File: config.mk
export PLATFORM = sky130hd
export DESIGN_NAME = fetch_unit
export DESIGN_NICKNAME = d
export VERILOG_FILES = /design/src/verilog/rv_isa_pkg.sv /design/src/verilog/core_pipe_pkg.sv /design/src/verilog/fetch_unit.sv
export SDC_FILE = /design/constraint.sdc
export NUM_CORES = 2
export LEC_CHECK = 0
export BUFFER_PORTS_ARGS = -buffer_cell sky130_fd_sc_hd__buf_4
export CORE_ASPECT_RATIO = 0.9
export CORE_MARGIN = 2
export CORE_UTILIZATION = 45
export CTS_CLUSTER_DIAMETER = 150
export CTS_CLUSTER_SIZE = 16
export DETAILED_ROUTE_END_ITERATION = 12
export GPL_TIMING_DRIVEN = 0
export PLACE_DENSITY = 0.7
export SYNTH_ARGS = -nofsm -noshare
export SYNTH_HDL_FRONTEND = slang
export SYNTH_SLANG_ARGS = --single-unit
export TNS_END_PERCENT = 50
File: constraint.sdc
create_clock -name clk -period 3.6 [get_ports clk]
set_clock_uncertainty 0.15 [all_clocks]
set_input_delay 0.18 -clock clk [delete_from_list [all_inputs] [get_ports clk]]
set_output_delay 0.18 -clock clk [all_outputs]
set_load 0.005 [all_outputs]
File: src/verilog/rv_isa_pkg.sv
`default_nettype none

package rv_isa_pkg;

    localparam int xlen       = 32;
    localparam int reg_addr_w = 5;

    // major opcodes kept by this core
    localparam logic [6:0] op_reg    = 7'b0110011;
    localparam logic [6:0] op_imm    = 7'b0010011;
    localparam logic [6:0] op_lui    = 7'b0110111;
    localparam logic [6:0] op_branch = 7'b1100011;
    localparam logic [6:0] op_jal    = 7'b1101111;

    // funct3 for register and immediate arithmetic
    localparam logic [2:0] f3_add_sub = 3'b000;
    localparam logic [2:0] f3_sll     = 3'b001;
    localparam logic [2:0] f3_slt     = 3'b010;
    localparam logic [2:0] f3_sltu    = 3'b011;
    localparam logic [2:0] f3_xor     = 3'b100;
    localparam logic [2:0] f3_srl_sra = 3'b101;
    localparam logic [2:0] f3_or      = 3'b110;
    localparam logic [2:0] f3_and     = 3'b111;

    // funct3 for conditional branches
    localparam logic [2:0] f3_beq = 3'b000;
    localparam logic [2:0] f3_bne = 3'b001;
    localparam logic [2:0] f3_blt = 3'b100;
    localparam logic [2:0] f3_bge = 3'b101;

    // funct7, the alternate form selects sub and sra
    localparam logic [6:0] f7_base = 7'b0000000;
    localparam logic [6:0] f7_alt  = 7'b0100000;

    typedef struct packed {
        logic [6:0]            funct7;
        logic [reg_addr_w-1:0] rs2;
        logic [reg_addr_w-1:0] rs1;
        logic [2:0]            funct3;
        logic [reg_addr_w-1:0] rd;
        logic [6:0]            opcode;
    } r_fmt_t;

    typedef struct packed {
        logic [11:0]           imm_11_0;
        logic [reg_addr_w-1:0] rs1;
        logic [2:0]            funct3;
        logic [reg_addr_w-1:0] rd;
        logic [6:0]            opcode;
    } i_fmt_t;

    typedef struct packed {
        logic                  imm_12;
        logic [5:0]            imm_10_5;
        logic [reg_addr_w-1:0] rs2;
        logic [reg_addr_w-1:0] rs1;
        logic [2:0]            funct3;
        logic [3:0]            imm_4_1;
        logic                  imm_11;
        logic [6:0]            opcode;
    } b_fmt_t;

    typedef struct packed {
        logic [19:0]           imm_31_12;
        logic [reg_addr_w-1:0] rd;
        logic [6:0]            opcode;
    } u_fmt_t;

    typedef struct packed {
        logic                  imm_20;
        logic [9:0]            imm_10_1;
        logic                  imm_11;
        logic [7:0]            imm_19_12;
        logic [reg_addr_w-1:0] rd;
        logic [6:0]            opcode;
    } j_fmt_t;

    // one instruction word, read through whichever format applies
    typedef union packed {
        r_fmt_t r_fmt;
        i_fmt_t i_fmt;
        b_fmt_t b_fmt;
        u_fmt_t u_fmt;
        j_fmt_t j_fmt;
    } inst_word_u;

endpackage

`default_nettype wire

File: src/verilog/core_pipe_pkg.sv
`default_nettype none

package core_pipe_pkg;

    localparam logic [rv_isa_pkg::xlen-1:0] start_addr = 32'h0000_0000;
    localparam int imem_depth  = 64;
    localparam int imem_addr_w = 6;

    typedef enum logic [3:0] {
        alu_add,
        alu_sub,
        alu_and,
        alu_or,
        alu_xor,
        alu_slt,
        alu_sltu,
        alu_sll,
        alu_srl,
        alu_sra,
        alu_pass_b
    } alu_op_e;

    typedef enum logic [2:0] {
        br_none,
        br_beq,
        br_bne,
        br_blt,
        br_bge,
        br_jal
    } branch_e;

    // decode to execute payload
    typedef struct packed {
        logic                              valid;
        logic [rv_isa_pkg::xlen-1:0]       pc;
        logic [rv_isa_pkg::reg_addr_w-1:0] rd;
        logic                              reg_we;
        alu_op_e                           alu_op;
        branch_e                           branch;
        logic                              use_imm;
        logic [rv_isa_pkg::xlen-1:0]       rs1_val;
        logic [rv_isa_pkg::xlen-1:0]       rs2_val;
        logic [rv_isa_pkg::xlen-1:0]       imm;
    } dec_bundle_t;

    // execute result, also used for forwarding
    typedef struct packed {
        logic                              valid;
        logic [rv_isa_pkg::xlen-1:0]       pc;
        logic [rv_isa_pkg::reg_addr_w-1:0] rd;
        logic                              reg_we;
        logic [rv_isa_pkg::xlen-1:0]       data;
    } res_bundle_t;

endpackage

`default_nettype wire

File: src/verilog/fetch_unit.sv
`default_nettype none

module fetch_unit (
    input  logic                                 clk,
    input  logic                                 rst_n,
    input  logic                                 run,
    input  logic                                 imem_we,
    input  logic [core_pipe_pkg::imem_addr_w-1:0] imem_addr,
    input  logic [rv_isa_pkg::xlen-1:0]          imem_wdata,
    input  logic                                 redirect,
    input  logic [rv_isa_pkg::xlen-1:0]          redirect_pc,
    output logic                                 fetch_valid,
    output logic [rv_isa_pkg::xlen-1:0]          fetch_pc,
    output logic [rv_isa_pkg::xlen-1:0]          fetch_inst
);
    import rv_isa_pkg::*;
    import core_pipe_pkg::*;

    logic [xlen-1:0]        imem [imem_depth];
    logic [xlen-1:0]        pc;
    logic [imem_addr_w-1:0] pc_idx;

    // word index, the memory wraps past its last word
    assign pc_idx = pc[imem_addr_w+1:2];

    always_ff @(posedge clk) begin
        if (!rst_n) begin
            pc          <= start_addr;
            fetch_valid <= 1'b0;
        end
        else if (!run) begin
            // halted, hold at the reset address
            pc          <= start_addr;
            fetch_valid <= 1'b0;
        end
        else begin
            // the word read this cycle is stale once a branch is taken
            fetch_valid <= !redirect;
            if (redirect) begin
                pc <= redirect_pc;
            end
            else begin
                pc <= pc + 32'd4;
            end
        end
    end

    // program load port and synchronous read
    always_ff @(posedge clk) begin
        if (imem_we) begin
            imem[imem_addr] <= imem_wdata;
        end
        fetch_inst <= imem[pc_idx];
        fetch_pc   <= pc;
    end

endmodule

`default_nettype wire

==> flow_summary.yaml <==
outcome:
  status: "finished with violations"
  violations: "setup timing"
critical_path:
  worstPathMaxFanout: 10
  critical_path.endpoint_type: "flip-flop"
  ff2ff_setup_slack_ps: -60
  arrival_ps: 4140
  startpoint_type: "flip-flop"
  path_class: "reg -> reg"
  required_ps: 4080
synth:
  synthFlopType: "edfxtp_1"
  synth_area_leaders: "edfxtp_1 76%, mux4_2 13%, dfxtp_1 2.4%"
  yosys_warnings: 0
  ys_ff_latch: 2145
  async_reset_ff_share_pct: 0
  synth.avg_cell_area_um2: 22.4
  syn_nets: 3700
  synth_edf_count: 2048
  yosysTopAreaCell: "edfxtp_1"
  synth_cells: 3624
  yosys.area.top_type_share_pct: 75.9
  ys_types: 53
  netlist_area_um2: 81000
  yosysSeqAreaShare_pct: 78.3
timing:
  min_period_over_period_pct: 102
  rsz0062_at_grt: "true"
  worst_slack_ps: -61.4
  worstMarginPinSlew_ps: 1310
  max_slew_margin_pct: 12.6
  setup_violations: 2
  slew_violations: 0
  finalHoldViolCount: 0
  max_freq_ghz: 0.273
  layout_min_cycle_time_ps: 3660
pwr:
  sw_frac_of_total_pct: 21.4
  power_frac_seq_pct: 59.6
  pwr-share-comb_pct: 5.3
  max-vdd-ir-drop_uv: 477
  powerDensity_nw_per_um2: 500
  p_int_mw: 36.4
  switchingPower_mw: 9.91
  p_clk_share_pct: 35.1
  leakage_nw: 28.0
finish:
  final_common_cell: "edfxtp_1"
  area_delta_synth_final_pct: 14.4
  final_cell_count_no_fill: 6551
  drive_above_1_share_pct: 28.6
  n_fill_cell: 13500
  fin_nets: 4163
  fin_area_um2: 92700
  layout_common_cells: "2048 x edfxtp_1, 472 x mux4_2, 170 x buf_4, 154 x clkbuf_16, 140 x mux2i_1"
routing:
  avgRoutedWirePerCell_um: 32.5
  via_per_inst: 6.20
  vias: 40600
  antenna_left: 0
  remaining_drc_errors: 0
  drt_iter0_drc: 6532
  wl_um: 213000
  firstDrtPassIters: 6
global_route:
  track_usage_pct: 23.2
  grt_overflow: 0
  grt_max_degree: 65
  antenna_found_initial: 10
  grt_pass1_vias: 40000
  grt_pass1_wl_um: 299000
worst_hold_path:
  hp-class: "in -> reg"
placed_design:
  portBuffers: 133
  dp_hpwl_um: 137000
  gp_congestion: 0.831
  placed_area_um2: 87000
  dp_cells: 6216
clock_network:
  clock_latency_ps: 830
  cts_buffer_depth: 3
  cts_inserted_buffers: 152
  htreeDepth: 4
  path_clk_slew_ps: 70
  cts_sinks: 2145
  cts_tree: "yes"
  cts_root_buffer: "clkbuf_16"
floorplan:
  die_area_um2: 183000
  coreArea_um2: 179000
  rows: 147
  initial_core_util_pct: 45.4
  die_w_um: 451
  io_pins: 140
  die_y_um: 407
run:
  drv_cap: 0
## cell usage after synthesis (12+ instances only)
cell and n:
edfxtp_1 2048, mux4_2 472, mux2i_1 140, nor2_1 102, dfxtp_1 97, buf_2 91, mux2_2 76, o22ai_1 65
clkbuf_1 64, a221oi_1 50, a21oi_1 45, a22oi_1 36, o21ai_0 35, nand2_1 34, buf_4 31, nor4_1 25
xnor2_1 21, o221ai_1 16, a211o_1 15, nand3_1 15, o21a_1 12
## final timing paths
check | from | endpoint | depth (start not counted)
min | redirect_pc[10] | pc[10] | 4
max | pc[4] | fetch_inst[30] | 8
min reg2reg | pc[1] | fetch_pc[1] | 0
max reg2reg | pc[4] | fetch_inst[30] | 8
## registers in the layout (all words and copies together) (netlist names)
signal       count
imem          2048
fetch_inst      32
fetch_pc        32
pc              32
fetch_valid      1
## cell families after synthesis
group | synth area share (%)
flops | 78.3
mux | 15.9
compound gates | 2.67
simple gates | 1.52
buf+inv | 1.29
xor+xnor | 0.292
fa+ha+maj | 0.0154
## routing by layer
metal | part of all wire (%) | track usage [%] | vias up
met5 | 0.025 | 0 | -
met2 | 46 | 35.6 | 2519
li1 | - | - | 16200
met3 | 11 | 4.62 | 376
met1 | 39 | 33.1 | 21500
met4 | 4.0 | 8.61 | 8
## per-stage QoR
| stage | total power, mW | TNS [ps] | util [%] | setup slack (ps) | hold WS (ps) |
|---|---|---|---|---|---|
| 3_3_place_gp | 30.4 | -2310420 | 47.6 | -2680 | 187 |
| 3_5_place_dp | 30.5 | -21570 | 48.7 | -975 | 193 |
| 6_report | 46.3 | -113 | 51.9 | -61.4 | 46.8 |
| 5_1_grt | 47.5 | -76.0 | 51.9 | -37.5 | 33.2 |
| 4_1_cts | 46.5 | -73.3 | 51.9 | -73.3 | 4.79 |
| 2_1_floorplan | 29.3 | 0 | - | 105 | 129 |
## worst max-delay path, stage by stage, from the launching register on
cell,delay [ps]
dfxtp_1,420
buf_2,300
buf_4,270
buf_4,300
nor2b_1,350
clkbuf_2,430
clkbuf_1,520
a221oi_1,270
nor4_2,450
## layout make-up
type	count	area (um^2)	area share (%)
clock buffers	218	4090	4.42
multi-input cells	1271	17300	18.7
clock inverters	14	215	0.232
plain buffers	197	1060	1.14
flip-flops and latches	2145	63400	68.4
diodes	2	5.00	0.00540
well taps	2384	2980	3.22
inverters	10	37.5	0.0405
repair buffers	310	3530	3.81
## power by group through the flow
stage / sequential [mW] / clock, mW / combinational, mW
floorplan: 28.1 / 0 / 1.10
global placement: 28.2 / 0 / 2.20
detailed placement: 28.2 / 0 / 2.31
CTS: 27.6 / 16.4 / 2.45
global route: 27.6 / 17.3 / 2.56
finish: 27.6 / 16.3 / 2.45
## timing repair
action | in CTS | in global routing
hold buffers | 99 | 0
setup buffers | 3 | 0
pin swaps | 1 | 0
endpoints found under the hold margin | 2080 | 0
endpoints found under the setup margin | 35 | 20
resized for setup | 74 | 21
Power figures use the tool's default switching activity.
