`src/verilog/rv_isa_pkg.sv`:
```
`default_nettype none

package rv_isa_pkg;

    localparam int xlen       = 32;
    localparam int reg_addr_w = 5;

    // major opcodes kept by this core
    localparam logic [6:0] op_reg    = 7'b0110011;
    localparam logic [6:0] op_imm    = 7'b0010011;
    localparam logic [6:0] op_lui    = 7'b0110111;
    localparam logic [6:0] op_branch = 7'b1100011;
    localparam logic [6:0] op_jal    = 7'b1101111;

    // funct3 for register and immediate arithmetic
    localparam logic [2:0] f3_add_sub = 3'b000;
    localparam logic [2:0] f3_sll     = 3'b001;
    localparam logic [2:0] f3_slt     = 3'b010;
    localparam logic [2:0] f3_sltu    = 3'b011;
    localparam logic [2:0] f3_xor     = 3'b100;
    localparam logic [2:0] f3_srl_sra = 3'b101;
    localparam logic [2:0] f3_or      = 3'b110;
    localparam logic [2:0] f3_and     = 3'b111;

    // funct3 for conditional branches
    localparam logic [2:0] f3_beq = 3'b000;
    localparam logic [2:0] f3_bne = 3'b001;
    localparam logic [2:0] f3_blt = 3'b100;
    localparam logic [2:0] f3_bge = 3'b101;

    // funct7, the alternate form selects sub and sra
    localparam logic [6:0] f7_base = 7'b0000000;
    localparam logic [6:0] f7_alt  = 7'b0100000;

    typedef struct packed {
        logic [6:0]            funct7;
        logic [reg_addr_w-1:0] rs2;
        logic [reg_addr_w-1:0] rs1;
        logic [2:0]            funct3;
        logic [reg_addr_w-1:0] rd;
        logic [6:0]            opcode;
    } r_fmt_t;

    typedef struct packed {
        logic [11:0]           imm_11_0;
        logic [reg_addr_w-1:0] rs1;
        logic [2:0]            funct3;
        logic [reg_addr_w-1:0] rd;
        logic [6:0]            opcode;
    } i_fmt_t;

    typedef struct packed {
        logic                  imm_12;
        logic [5:0]            imm_10_5;
        logic [reg_addr_w-1:0] rs2;
        logic [reg_addr_w-1:0] rs1;
        logic [2:0]            funct3;
        logic [3:0]            imm_4_1;
        logic                  imm_11;
        logic [6:0]            opcode;
    } b_fmt_t;

    typedef struct packed {
        logic [19:0]           imm_31_12;
        logic [reg_addr_w-1:0] rd;
        logic [6:0]            opcode;
    } u_fmt_t;

    typedef struct packed {
        logic                  imm_20;
        logic [9:0]            imm_10_1;
        logic                  imm_11;
        logic [7:0]            imm_19_12;
        logic [reg_addr_w-1:0] rd;
        logic [6:0]            opcode;
    } j_fmt_t;

    // one instruction word, read through whichever format applies
    typedef union packed {
        r_fmt_t r_fmt;
        i_fmt_t i_fmt;
        b_fmt_t b_fmt;
        u_fmt_t u_fmt;
        j_fmt_t j_fmt;
    } inst_word_u;

endpackage

`default_nettype wire

```
`src/verilog/core_pipe_pkg.sv`:
```
`default_nettype none

package core_pipe_pkg;

    localparam logic [rv_isa_pkg::xlen-1:0] start_addr = 32'h0000_0000;
    localparam int imem_depth  = 64;
    localparam int imem_addr_w = 6;

    typedef enum logic [3:0] {
        alu_add,
        alu_sub,
        alu_and,
        alu_or,
        alu_xor,
        alu_slt,
        alu_sltu,
        alu_sll,
        alu_srl,
        alu_sra,
        alu_pass_b
    } alu_op_e;

    typedef enum logic [2:0] {
        br_none,
        br_beq,
        br_bne,
        br_blt,
        br_bge,
        br_jal
    } branch_e;

    // decode to execute payload
    typedef struct packed {
        logic                              valid;
        logic [rv_isa_pkg::xlen-1:0]       pc;
        logic [rv_isa_pkg::reg_addr_w-1:0] rd;
        logic                              reg_we;
        alu_op_e                           alu_op;
        branch_e                           branch;
        logic                              use_imm;
        logic [rv_isa_pkg::xlen-1:0]       rs1_val;
        logic [rv_isa_pkg::xlen-1:0]       rs2_val;
        logic [rv_isa_pkg::xlen-1:0]       imm;
    } dec_bundle_t;

    // execute result, also used for forwarding
    typedef struct packed {
        logic                              valid;
        logic [rv_isa_pkg::xlen-1:0]       pc;
        logic [rv_isa_pkg::reg_addr_w-1:0] rd;
        logic                              reg_we;
        logic [rv_isa_pkg::xlen-1:0]       data;
    } res_bundle_t;

endpackage

`default_nettype wire

```
`src/verilog/execute_stage.sv`:
```
`default_nettype none

module execute_stage (
    input  logic                        clk,
    input  logic                        rst_n,
    input  core_pipe_pkg::dec_bundle_t  dec,
    output core_pipe_pkg::res_bundle_t  ex_fwd,
    output core_pipe_pkg::res_bundle_t  res,
    output logic                        redirect,
    output logic [rv_isa_pkg::xlen-1:0] redirect_pc
);
    import rv_isa_pkg::*;
    import core_pipe_pkg::*;

    logic [xlen-1:0] op_a;
    logic [xlen-1:0] op_b;
    logic [xlen-1:0] alu_out;
    logic [4:0]      shamt;
    logic            taken;

    assign op_a  = dec.rs1_val;
    assign op_b  = dec.use_imm ? dec.imm : dec.rs2_val;
    assign shamt = op_b[4:0];

    always_comb begin
        case (dec.alu_op)
            alu_add:    alu_out = op_a + op_b;
            alu_sub:    alu_out = op_a - op_b;
            alu_and:    alu_out = op_a & op_b;
            alu_or:     alu_out = op_a | op_b;
            alu_xor:    alu_out = op_a ^ op_b;
            alu_slt:    alu_out = {{(xlen-1){1'b0}}, $signed(op_a) < $signed(op_b)};
            alu_sltu:   alu_out = {{(xlen-1){1'b0}}, op_a < op_b};
            alu_sll:    alu_out = op_a << shamt;
            alu_srl:    alu_out = op_a >> shamt;
            alu_sra:    alu_out = $unsigned($signed(op_a) >>> shamt);
            alu_pass_b: alu_out = op_b;
            default:    alu_out = '0;
        endcase
    end

    // branch condition always compares the two registers
    always_comb begin
        case (dec.branch)
            br_beq:  taken = (dec.rs1_val == dec.rs2_val);
            br_bne:  taken = (dec.rs1_val != dec.rs2_val);
            br_blt:  taken = ($signed(dec.rs1_val) < $signed(dec.rs2_val));
            br_bge:  taken = ($signed(dec.rs1_val) >= $signed(dec.rs2_val));
            br_jal:  taken = 1'b1;
            default: taken = 1'b0;
        endcase
    end

    assign redirect    = dec.valid && taken;
    assign redirect_pc = dec.pc + dec.imm;

    // combinational result, the newest forwarding source
    always_comb begin
        ex_fwd.valid  = dec.valid;
        ex_fwd.pc     = dec.pc;
        ex_fwd.rd     = dec.rd;
        ex_fwd.reg_we = dec.reg_we;
        // jal links the return address
        ex_fwd.data   = (dec.branch == br_jal) ? dec.pc + 32'd4 : alu_out;
    end

    always_ff @(posedge clk) begin
        res <= ex_fwd;
        if (!rst_n) begin
            res.valid <= 1'b0;
        end
    end

endmodule

`default_nettype wire

```
`config.mk`:
```
export PLATFORM = sky130hd
export DESIGN_NAME = execute_stage
export DESIGN_NICKNAME = d
export VERILOG_FILES = /design/src/verilog/rv_isa_pkg.sv /design/src/verilog/core_pipe_pkg.sv /design/src/verilog/execute_stage.sv
export SDC_FILE = /design/constraint.sdc
export NUM_CORES = 1
export LEC_CHECK = 0
export ABC_AREA = 0
export BUFFER_PORTS_ARGS = -buffer_cell sky130_fd_sc_hd__clkbuf_2
export CORE_UTILIZATION = 31
export CTS_BUF_LIST = sky130_fd_sc_hd__clkbuf_2
export CTS_CLUSTER_SIZE = 25
export DETAILED_ROUTE_END_ITERATION = 16
export HOLD_SLACK_MARGIN = 0.03
export MAX_ROUTING_LAYER = met4
export PLACE_DENSITY = 0.57
export SYNTH_ARGS = -nofsm -noshare
export SYNTH_HDL_FRONTEND = slang
export SYNTH_SLANG_ARGS = --single-unit
export TNS_END_PERCENT = 30
```
`constraint.sdc`:
```
create_clock -name clk -period 5.3 [get_ports clk]
set_input_delay 0.53 -clock clk [delete_from_list [all_inputs] [get_ports clk]]
set_output_delay 0.53 -clock clk [all_outputs]
set_load 0.01 [all_outputs]
```
==> impl_metrics.ini <==
[run_status]
status = complete, but fails checks
violations = max-capacitance violations, max-slew violations

[sta]
rsz0062_at_grt = false
tns_ns = 0
max_freq_ghz = 0.1969
slew_violations = 5
hold_viol_final = 0
relSlewSlack = -0.08346
worst_slack_ns = 0.2212
worstMarginPinSlew_ns = 1.613
finalCritPeriodShare = 0.9583
period_minus_slack_ns = 5.079
final-setup-viol-count = 0

[route]
firstDrtPassIters = 6
ant_nets = 0
avgRoutedWirePerCell_um = 25.79
viasPerCell = 5.980
drc_errors = 0
drtIter0Drc = 1675
drt-total-wl_mm = 74.51
vias = 17280

[global_route]
grt_pass1_wl_mm = 108.0
grt_use_total = 0.3141
grt_pass1_vias = 16700
antenna_found_initial = 2
gr-total-overflow = 0
grt_max_degree = 53

[power_and_ir_drop]
ir_drop_v = 0.0001103
p_leak_uw = 0.007993
cellPowerDensity_mw_per_mm2 = 173.4

[place]
post-place-cells = 2830
post_dp_cell_area_mm2 = 0.01669
hpwlAfterDp_mm = 60.48
gp_congestion = 1.032
pre_cts_slack_ns = 0.2315
port_buffers = 319

[synth]
synth_edf_count = 0
syn-num-nets = 2302
yosys_warnings = 0
synth_cell_types = 94
synth-seq-cells = 71
avgSynthCellArea_um2 = 7.290
syn_inst = 1986
seq_area_frac_synth = 0.09817
async_flop_share = 0
syn_area_mm2 = 0.01448
synth_ff_type = dfxtp_1

[floorplanning]
start_util = 0.3170
core-area_mm2 = 0.04567
die_y_um = 218.1
die_w_um = 218.1
boundaryPins = 320
design.die.area_mm2 = 0.04757
rows = 78

[critical_path]
cp-end-kind = output pin
critPathKind = primary input to output pin
path_max_fanout = 29
critPathLaunchType = primary input
worstPathRequired_ns = 4.77
critPathArrivalTime_ns = 4.55

[layout]
area_growth_syn_to_layout_pct = 18.81
reg_top3 = res (71)
fin_util = 0.3766
final_nets = 2597
largest_reg_flops = 71
final_area_mm2 = 0.01720
regMostFlops = res
instances_no_fill = 2889
drive_above_1_share = 0.2122

[clocking]
cts_buffer_depth = 2
path_clk_slew_ns = 0.20
cts.htree.levels = 3
clk_root_buffer_cell = clkbuf_2
post_cts_buffers = 0
cts_tree = done
clock-sinks = 71
cts_made_buffers = 9

[worst_hold_path]
hold_path_class = primary input to flip-flop

[flow_run]
maxCapViolCount = 1
[layer usage]
layer	track usage	up-vias	part of all wire
li1	-	7962	-
met1	0.3863	8281	0.41
met2	0.4862	860	0.45
met3	0.04621	172	0.066
met4	0.1855	0	0.067
met5	-	-	0
[placed cells by master (no fill, tap or decap), types with 36 or more instances in the layout]
cell type	count
clkbuf_2	328
nand2_1	183
ha_1	168
a21oi_1	164
inv_1	141
nor2_1	133
mux2i_1	125
o21ai_0	94
buf_4	79
dfxtp_1	71
nand3_1	55
nor3_1	44
o22ai_1	41
o211ai_1	40
dlygate4sd3_1	40
o21ai_1	36
xnor2_1	36
[stage by stage]
stage          hold WS, ns  power, uW
6_report            0.3423       2983
2_1_floorplan       0.5577       1853
3_3_place_gp        0.6488       2608
5_1_grt             0.3077       3176
3_5_place_dp        0.6525       2609
4_1_cts             0.2570       2964
[power by group]
group	switching, uW	leakage (uW)	internal [uW]	total [uW]
clock network	249	0.0000520	61.4	310
logic	1320	0.00735	757	2070
registers	12.7	0.000595	586	599
total	1580	0.00799	1400	2980
[timing repair]
action / in CTS / in global routing
setup endpoints to repair: 0 / 1
hold buffers: 40 / 0
hold endpoints to repair: 40 / 0
gates resized for setup: 0 / 1
[cell type report]
type / instances / area, um2
fill: 4906 / 28470
multi-input combinational: 1612 / 11760
timing repair buffer: 439 / 2610
sequential: 71 / 1421
tap: 600 / 750.7
inverter: 148 / 555.5
clock inverter: 7 / 48.80
clock buffer: 9 / 45.04
antenna: 3 / 7.507
[Yosys cell counts, types with 32 or more instances]
cell type	n	area, um2
nand2_1	183	686.9
buf_4	45	337.8
inv_1	141	529.3
mux2i_1	126	1261
a21oi_1	164	820.8
nand3_1	56	280.3
o22ai_1	41	256.5
ha_1	168	2102
o21ai_0	94	470.5
clkbuf_1	75	281.5
nor3_1	46	230.2
xnor2_1	36	315.3
a211oi_1	32	240.2
dfxtp_1	71	1421
nor2_1	133	499.2
o211ai_1	40	300.3
o21ai_1	36	180.2
[final timing paths]
check / start / end / slack (ns) / cells past startpoint
max: dec[96] / ex_fwd[31] / 0.22 / 16
min: dec[99] / res[26] / 0.34 / 4
[cells by family after synthesis]
kind of cell             share of synthesized area
AO/OA/AOI/OAI                               0.3027
AND/OR/NAND/NOR                             0.1813
buffers and inverters                      0.09324
adder cells (fa/ha/maj)                     0.1493
XOR/XNOR                                   0.04053
multiplexers                                0.1347
flip-flops                                 0.09817
[worst max-delay path, stage by stage]
cell and delay [ns]:
clkbuf_2 0.13, buf_12 0.19, buf_4 0.23, o21ai_0 0.38, inv_1 0.15, ha_1 0.44
inv_1 0.18, a21o_1 0.22, o31ai_1 0.30, a211oi_1 0.12, a31o_2 0.24, a2111oi_1 0.60
a2111o_1 0.20, o31ai_1 0.08, o311ai_2 0.32, clkbuf_2 0.20
Power figures use the tool's default switching activity.
