===== config.mk =====
export PLATFORM = sky130hd
export DESIGN_NAME = writeback_stage_flat
export DESIGN_NICKNAME = d
export VERILOG_FILES = /design/src/verilog/rv_isa_pkg.sv /design/src/verilog/core_pipe_pkg.sv /design/src/verilog/writeback_if.sv /design/src/verilog/writeback_stage.sv /design/src/flat_wrapper.sv
export SDC_FILE = /design/constraint.sdc
export NUM_CORES = 1
export LEC_CHECK = 0
export ABC_AREA = 0
export BUFFER_PORTS_ARGS = -buffer_cell sky130_fd_sc_hd__buf_2
export CAP_MARGIN = 20
export CORE_ASPECT_RATIO = 0.75
export CORE_UTILIZATION = 34
export CTS_BUF_LIST = sky130_fd_sc_hd__clkbuf_16
export CTS_CLUSTER_DIAMETER = 100
export DETAILED_ROUTE_END_ITERATION = 16
export PLACE_DENSITY_LB_ADDON = 0.08
export SYNTH_ARGS = -nofsm -noshare
export SYNTH_HDL_FRONTEND = slang
export SYNTH_SLANG_ARGS = --single-unit

===== constraint.sdc =====
create_clock -name clk -period 1.1 [get_ports clk]
set_input_delay 0.055 -clock clk [delete_from_list [all_inputs] [get_ports clk]]
set_output_delay 0.055 -clock clk [all_outputs]
set_load 0.1 [all_outputs]

===== src/verilog/rv_isa_pkg.sv =====
`default_nettype none

package rv_isa_pkg;

    localparam int xlen       = 32;
    localparam int reg_addr_w = 5;

    // major opcodes kept by this core
    localparam logic [6:0] op_reg    = 7'b0110011;
    localparam logic [6:0] op_imm    = 7'b0010011;
    localparam logic [6:0] op_lui    = 7'b0110111;
    localparam logic [6:0] op_branch = 7'b1100011;
    localparam logic [6:0] op_jal    = 7'b1101111;

    // funct3 for register and immediate arithmetic
    localparam logic [2:0] f3_add_sub = 3'b000;
    localparam logic [2:0] f3_sll     = 3'b001;
    localparam logic [2:0] f3_slt     = 3'b010;
    localparam logic [2:0] f3_sltu    = 3'b011;
    localparam logic [2:0] f3_xor     = 3'b100;
    localparam logic [2:0] f3_srl_sra = 3'b101;
    localparam logic [2:0] f3_or      = 3'b110;
    localparam logic [2:0] f3_and     = 3'b111;

    // funct3 for conditional branches
    localparam logic [2:0] f3_beq = 3'b000;
    localparam logic [2:0] f3_bne = 3'b001;
    localparam logic [2:0] f3_blt = 3'b100;
    localparam logic [2:0] f3_bge = 3'b101;

    // funct7, the alternate form selects sub and sra
    localparam logic [6:0] f7_base = 7'b0000000;
    localparam logic [6:0] f7_alt  = 7'b0100000;

    typedef struct packed {
        logic [6:0]            funct7;
        logic [reg_addr_w-1:0] rs2;
        logic [reg_addr_w-1:0] rs1;
        logic [2:0]            funct3;
        logic [reg_addr_w-1:0] rd;
        logic [6:0]            opcode;
    } r_fmt_t;

    typedef struct packed {
        logic [11:0]           imm_11_0;
        logic [reg_addr_w-1:0] rs1;
        logic [2:0]            funct3;
        logic [reg_addr_w-1:0] rd;
        logic [6:0]            opcode;
    } i_fmt_t;

    typedef struct packed {
        logic                  imm_12;
        logic [5:0]            imm_10_5;
        logic [reg_addr_w-1:0] rs2;
        logic [reg_addr_w-1:0] rs1;
        logic [2:0]            funct3;
        logic [3:0]            imm_4_1;
        logic                  imm_11;
        logic [6:0]            opcode;
    } b_fmt_t;

    typedef struct packed {
        logic [19:0]           imm_31_12;
        logic [reg_addr_w-1:0] rd;
        logic [6:0]            opcode;
    } u_fmt_t;

    typedef struct packed {
        logic                  imm_20;
        logic [9:0]            imm_10_1;
        logic                  imm_11;
        logic [7:0]            imm_19_12;
        logic [reg_addr_w-1:0] rd;
        logic [6:0]            opcode;
    } j_fmt_t;

    // one instruction word, read through whichever format applies
    typedef union packed {
        r_fmt_t r_fmt;
        i_fmt_t i_fmt;
        b_fmt_t b_fmt;
        u_fmt_t u_fmt;
        j_fmt_t j_fmt;
    } inst_word_u;

endpackage

`default_nettype wire


===== src/verilog/core_pipe_pkg.sv =====
`default_nettype none

package core_pipe_pkg;

    localparam logic [rv_isa_pkg::xlen-1:0] start_addr = 32'h0000_0000;
    localparam int imem_depth  = 64;
    localparam int imem_addr_w = 6;

    typedef enum logic [3:0] {
        alu_add,
        alu_sub,
        alu_and,
        alu_or,
        alu_xor,
        alu_slt,
        alu_sltu,
        alu_sll,
        alu_srl,
        alu_sra,
        alu_pass_b
    } alu_op_e;

    typedef enum logic [2:0] {
        br_none,
        br_beq,
        br_bne,
        br_blt,
        br_bge,
        br_jal
    } branch_e;

    // decode to execute payload
    typedef struct packed {
        logic                              valid;
        logic [rv_isa_pkg::xlen-1:0]       pc;
        logic [rv_isa_pkg::reg_addr_w-1:0] rd;
        logic                              reg_we;
        alu_op_e                           alu_op;
        branch_e                           branch;
        logic                              use_imm;
        logic [rv_isa_pkg::xlen-1:0]       rs1_val;
        logic [rv_isa_pkg::xlen-1:0]       rs2_val;
        logic [rv_isa_pkg::xlen-1:0]       imm;
    } dec_bundle_t;

    // execute result, also used for forwarding
    typedef struct packed {
        logic                              valid;
        logic [rv_isa_pkg::xlen-1:0]       pc;
        logic [rv_isa_pkg::reg_addr_w-1:0] rd;
        logic                              reg_we;
        logic [rv_isa_pkg::xlen-1:0]       data;
    } res_bundle_t;

endpackage

`default_nettype wire


===== src/verilog/writeback_if.sv =====
`default_nettype none

interface writeback_if;
    import rv_isa_pkg::*;

    logic                  valid;
    logic                  we;
    logic [reg_addr_w-1:0] rd;
    logic [xlen-1:0]       data;

    // writeback side
    modport driver (output valid, we, rd, data);

    // register file and forwarding side
    modport sink (input valid, we, rd, data);

endinterface

`default_nettype wire


===== src/verilog/writeback_stage.sv =====
`default_nettype none

module writeback_stage (
    input  logic                              clk,
    input  logic                              rst_n,
    input  core_pipe_pkg::res_bundle_t        res,
    writeback_if.driver                       wb,
    output logic                              retire_valid,
    output logic [rv_isa_pkg::xlen-1:0]       retire_pc,
    output logic [rv_isa_pkg::reg_addr_w-1:0] retire_rd,
    output logic                              retire_wen,
    output logic [rv_isa_pkg::xlen-1:0]       retire_data
);
    logic wen;

    // x0 stays zero
    assign wen = res.reg_we && (res.rd != '0);

    // register file write happens at the end of this cycle
    assign wb.valid = res.valid;
    assign wb.we    = wen;
    assign wb.rd    = res.rd;
    assign wb.data  = res.data;

    always_ff @(posedge clk) begin
        if (!rst_n) begin
            retire_valid <= 1'b0;
        end
        else begin
            retire_valid <= res.valid;
        end
    end

    // retire record
    always_ff @(posedge clk) begin
        retire_pc   <= res.pc;
        retire_rd   <= res.rd;
        retire_wen  <= wen;
        retire_data <= res.data;
    end

endmodule

`default_nettype wire


===== src/flat_wrapper.sv =====
// flat-port wrapper written by rule: the top's interface ports become plain ports
module writeback_stage_flat 
  (clk, rst_n, res, retire_valid, retire_pc, retire_rd, retire_wen, retire_data, wb_valid, wb_we, wb_rd, wb_data);
  writeback_if wb_i ();
  input  logic clk;
  input  logic rst_n;
  input  core_pipe_pkg::res_bundle_t res;
  output logic retire_valid;
  output logic [rv_isa_pkg::xlen-1:0] retire_pc;
  output logic [rv_isa_pkg::reg_addr_w-1:0] retire_rd;
  output logic retire_wen;
  output logic [rv_isa_pkg::xlen-1:0] retire_data;
  output wire logic [$bits(wb_i.valid)-1:0] wb_valid;
  output wire logic [$bits(wb_i.we)-1:0] wb_we;
  output wire logic [$bits(wb_i.rd)-1:0] wb_rd;
  output wire logic [$bits(wb_i.data)-1:0] wb_data;
  assign wb_valid = wb_i.valid;
  assign wb_we = wb_i.we;
  assign wb_rd = wb_i.rd;
  assign wb_data = wb_i.data;
  writeback_stage u_core (.clk(clk), .rst_n(rst_n), .res(res), .wb(wb_i), .retire_valid(retire_valid), .retire_pc(retire_pc), .retire_rd(retire_rd), .retire_wen(retire_wen), .retire_data(retire_data));
endmodule

==> impl_results.md <==
- Outcome: finished, violations left
- Failing checks: design-rule violations, negative setup slack
- Syn Std Cell Area: 0.001728 mm2
- CTS tree: yes
- Height of the die: 63.74 um
- Clock-pin slew on the worst setup and hold paths: about 0.050 ns
- Yosys reg bits: 71
- Number of max-cap violations: 0
- HPWL after detailed placement: 2.832 mm
- Max FO, Critical Path: 2
- DRC violations left: 11
- Via count: 1,579
- Sequential share of power: 37.1%
- Final instance area: 0.003806 mm2
- Commonest non-fill, non-tap cell in the layout: buf_2
- RSZ-0062 raised after global routing: yes
- Area growth syn-to-layout: 120.3%
- Critical Path Sink Type: output port
- Final Hold Vio Count: 0
- Switch share: 36.48%
- Sw Pwr: 0.002717 W
- Sequential area share after synthesis: between 80 and 90%
- Synth warnings: 0
- Critical path arrival: 1.08 ns
- Largest net degree at the start of global routing: 11
- Peak VDD IR: 1.251 mV
- Slew @ Worst Pin: ~0.5 ns
- CP peak stage delay: 0.52 ns
- Slew Limit Fails: 0
- Initial antenna violation count: 0
- Crit start category: input pin
- DR iter-0 viols: 63
- Hold path start: res[33]
- DR vias/cell: 3.880
- Gpl congestion: between 0.6 and 0.7
- Combinational Power Share: 30.9%
- Die X: 84.32 um
- Period utilisation layout: 102.7%
- Fill count: 287
- Slowest-stage cell, CP: or4_4
- Share of layout cells above drive strength 1: 56.77%
- Routed Antenna Nets: 0
- Buffers on Ports: 182
- Initial Util: around a third
- Post-Route Setup TNS: -0.03007 ns
- Avg WL per Cell: 12.18 um
- Vias in the first global route: 1,620
- Overflow after GRT: 0
- Crit-path cells: buf_6 > or4_4 > o21a_4 > buf_12
- Final WL: 4.957 mm
- Max_slew headroom: 66.91%
- Dpl cells: 319
- Diode count: 0
- DR pass1 iterations: 12
- Row cnt: 22
- Die Area: between 0.005 and 0.006 mm2
- Crit. Startpoint: res[34]
- First-pass GRT wire length: 7.169 mm
- Required @ worst endpoint: 1.04 ns
- Pwr/cell area: slightly below 2000 mW/mm2
- Hold Crit Class: input pin to flop
- CTS buffer count: 9
- CTS Root Cell: clkbuf_16
- Synth Area per Inst: 15.43 um2
- IO Pins: 183
- Lkg Pwr: 1.900 nW
- Overall power: 0.007449 W
- Non-Filler Instances: just over 400
- Commonest cells after routing, fill and taps aside: 108 x buf_2, 72 x dlygate4sd3_1, 71 x dfxtp_1
- Max frequency: roughly 900 MHz
- Post-route setup slack: -0.03007 ns
- Longest Clk Path Bufs: 2
- Cells after Synth: 112
- H-tree depth: 3
- Overall routing resource usage: 18.36%
- Post-Syn Nets: roughly 190
- DP Area: 0.002654 mm2
- Endpoints failing setup: 1
- Crit path max-delay family: simple AND/OR/NAND/NOR gates
- Distinct cells, synth: 5
- CP bufs+invs: 2
- Clock power frac: between 30 and 40%
- Core ar.: 0.004900 mm2
- Crit Path Class: input pin to output port
- Int Power: 0.004732 W
- Clock Sinks: just over 70
- Period minus WS final: between 1 and 1.5 ns
- Post-layout net count: 416
## routing by layer
layer  GRT usage [%]  part of all wire (%)
met5               0                     0
met4           6.466                  0.52
met2           35.25                    53
met3           10.85                    12
met1           15.61                    34
## cells by family (layout without fill, tap and decap cells)
family | Yosys count | count (layout) | synth area share (%)
and+or+nand+nor | 2 | 2 | 0.7969
DFF | 71 | 71 | 82.26
AOI/OAI and AO/OA | 1 | 1 | 0.4346
buffers and inverters | 38 | 273 | 16.51
## worst paths after layout
kind,cells past startpoint,to,slack [ns]
setup / recovery,4,wb_we,-0.03
hold / removal,2,u_core.retire_wen$_DFF_P_,0.01
## Yosys cell counts
master   count  share of area (%)
o21a_1       1               0.43
buf_4       38                 17
and2_1       1               0.36
or4_1        1               0.43
dfxtp_1     71                 82
## through the flow
step                      setup WS (ns)  hold slack, ns  utilization (%)
after detailed placement        -0.1320          0.1586            54.16
after floorplan                 0.03363         0.08272                -
after CTS                      -0.01735         0.01444            75.64
final                          -0.03007         0.01445            77.68
after global routing           -0.03867         0.01209            77.68
after global placement          -0.1323          0.1567            54.16
## power by group through the flow
stage	sequential (W)	combinational, W	clock, W
final	0.00277	0.00230	0.00238
after global routing	0.00277	0.00235	0.00255
after CTS	0.00276	0.00225	0.00244
after detailed placement	0.00281	0.00202	0
after global placement	0.00281	0.00201	0
after floorplan	0.00382	0.000674	0
## final cells by class
cell class,instances,area (um2),share of cell area [%]
Sequential cell,71,1421,37.34
Clock buffer,9,225.2,5.917
Multi-Input combinational cell,3,32.53,0.8547
Clock inverter,6,22.52,0.5917
Tap cell,60,75.07,1.972
Timing Repair Buffer,258,2029,53.32
## flip-flops by register name (all words and copies together), names as in the netlist
register             count
u_core.retire_wen        1
u_core.retire_data      32
u_core.retire_rd         5
u_core.retire_valid      1
u_core.retire_pc        32
## repair_timing
item                       4_1_cts  5_1_grt
hold endpoints to repair        71        0
pin swaps                        0        2
resized for setup               31       34
buffers inserted                 0        1
setup endpoints to repair       27       33
hold buffers                    72        0
(Power assumes the default switching activity.)
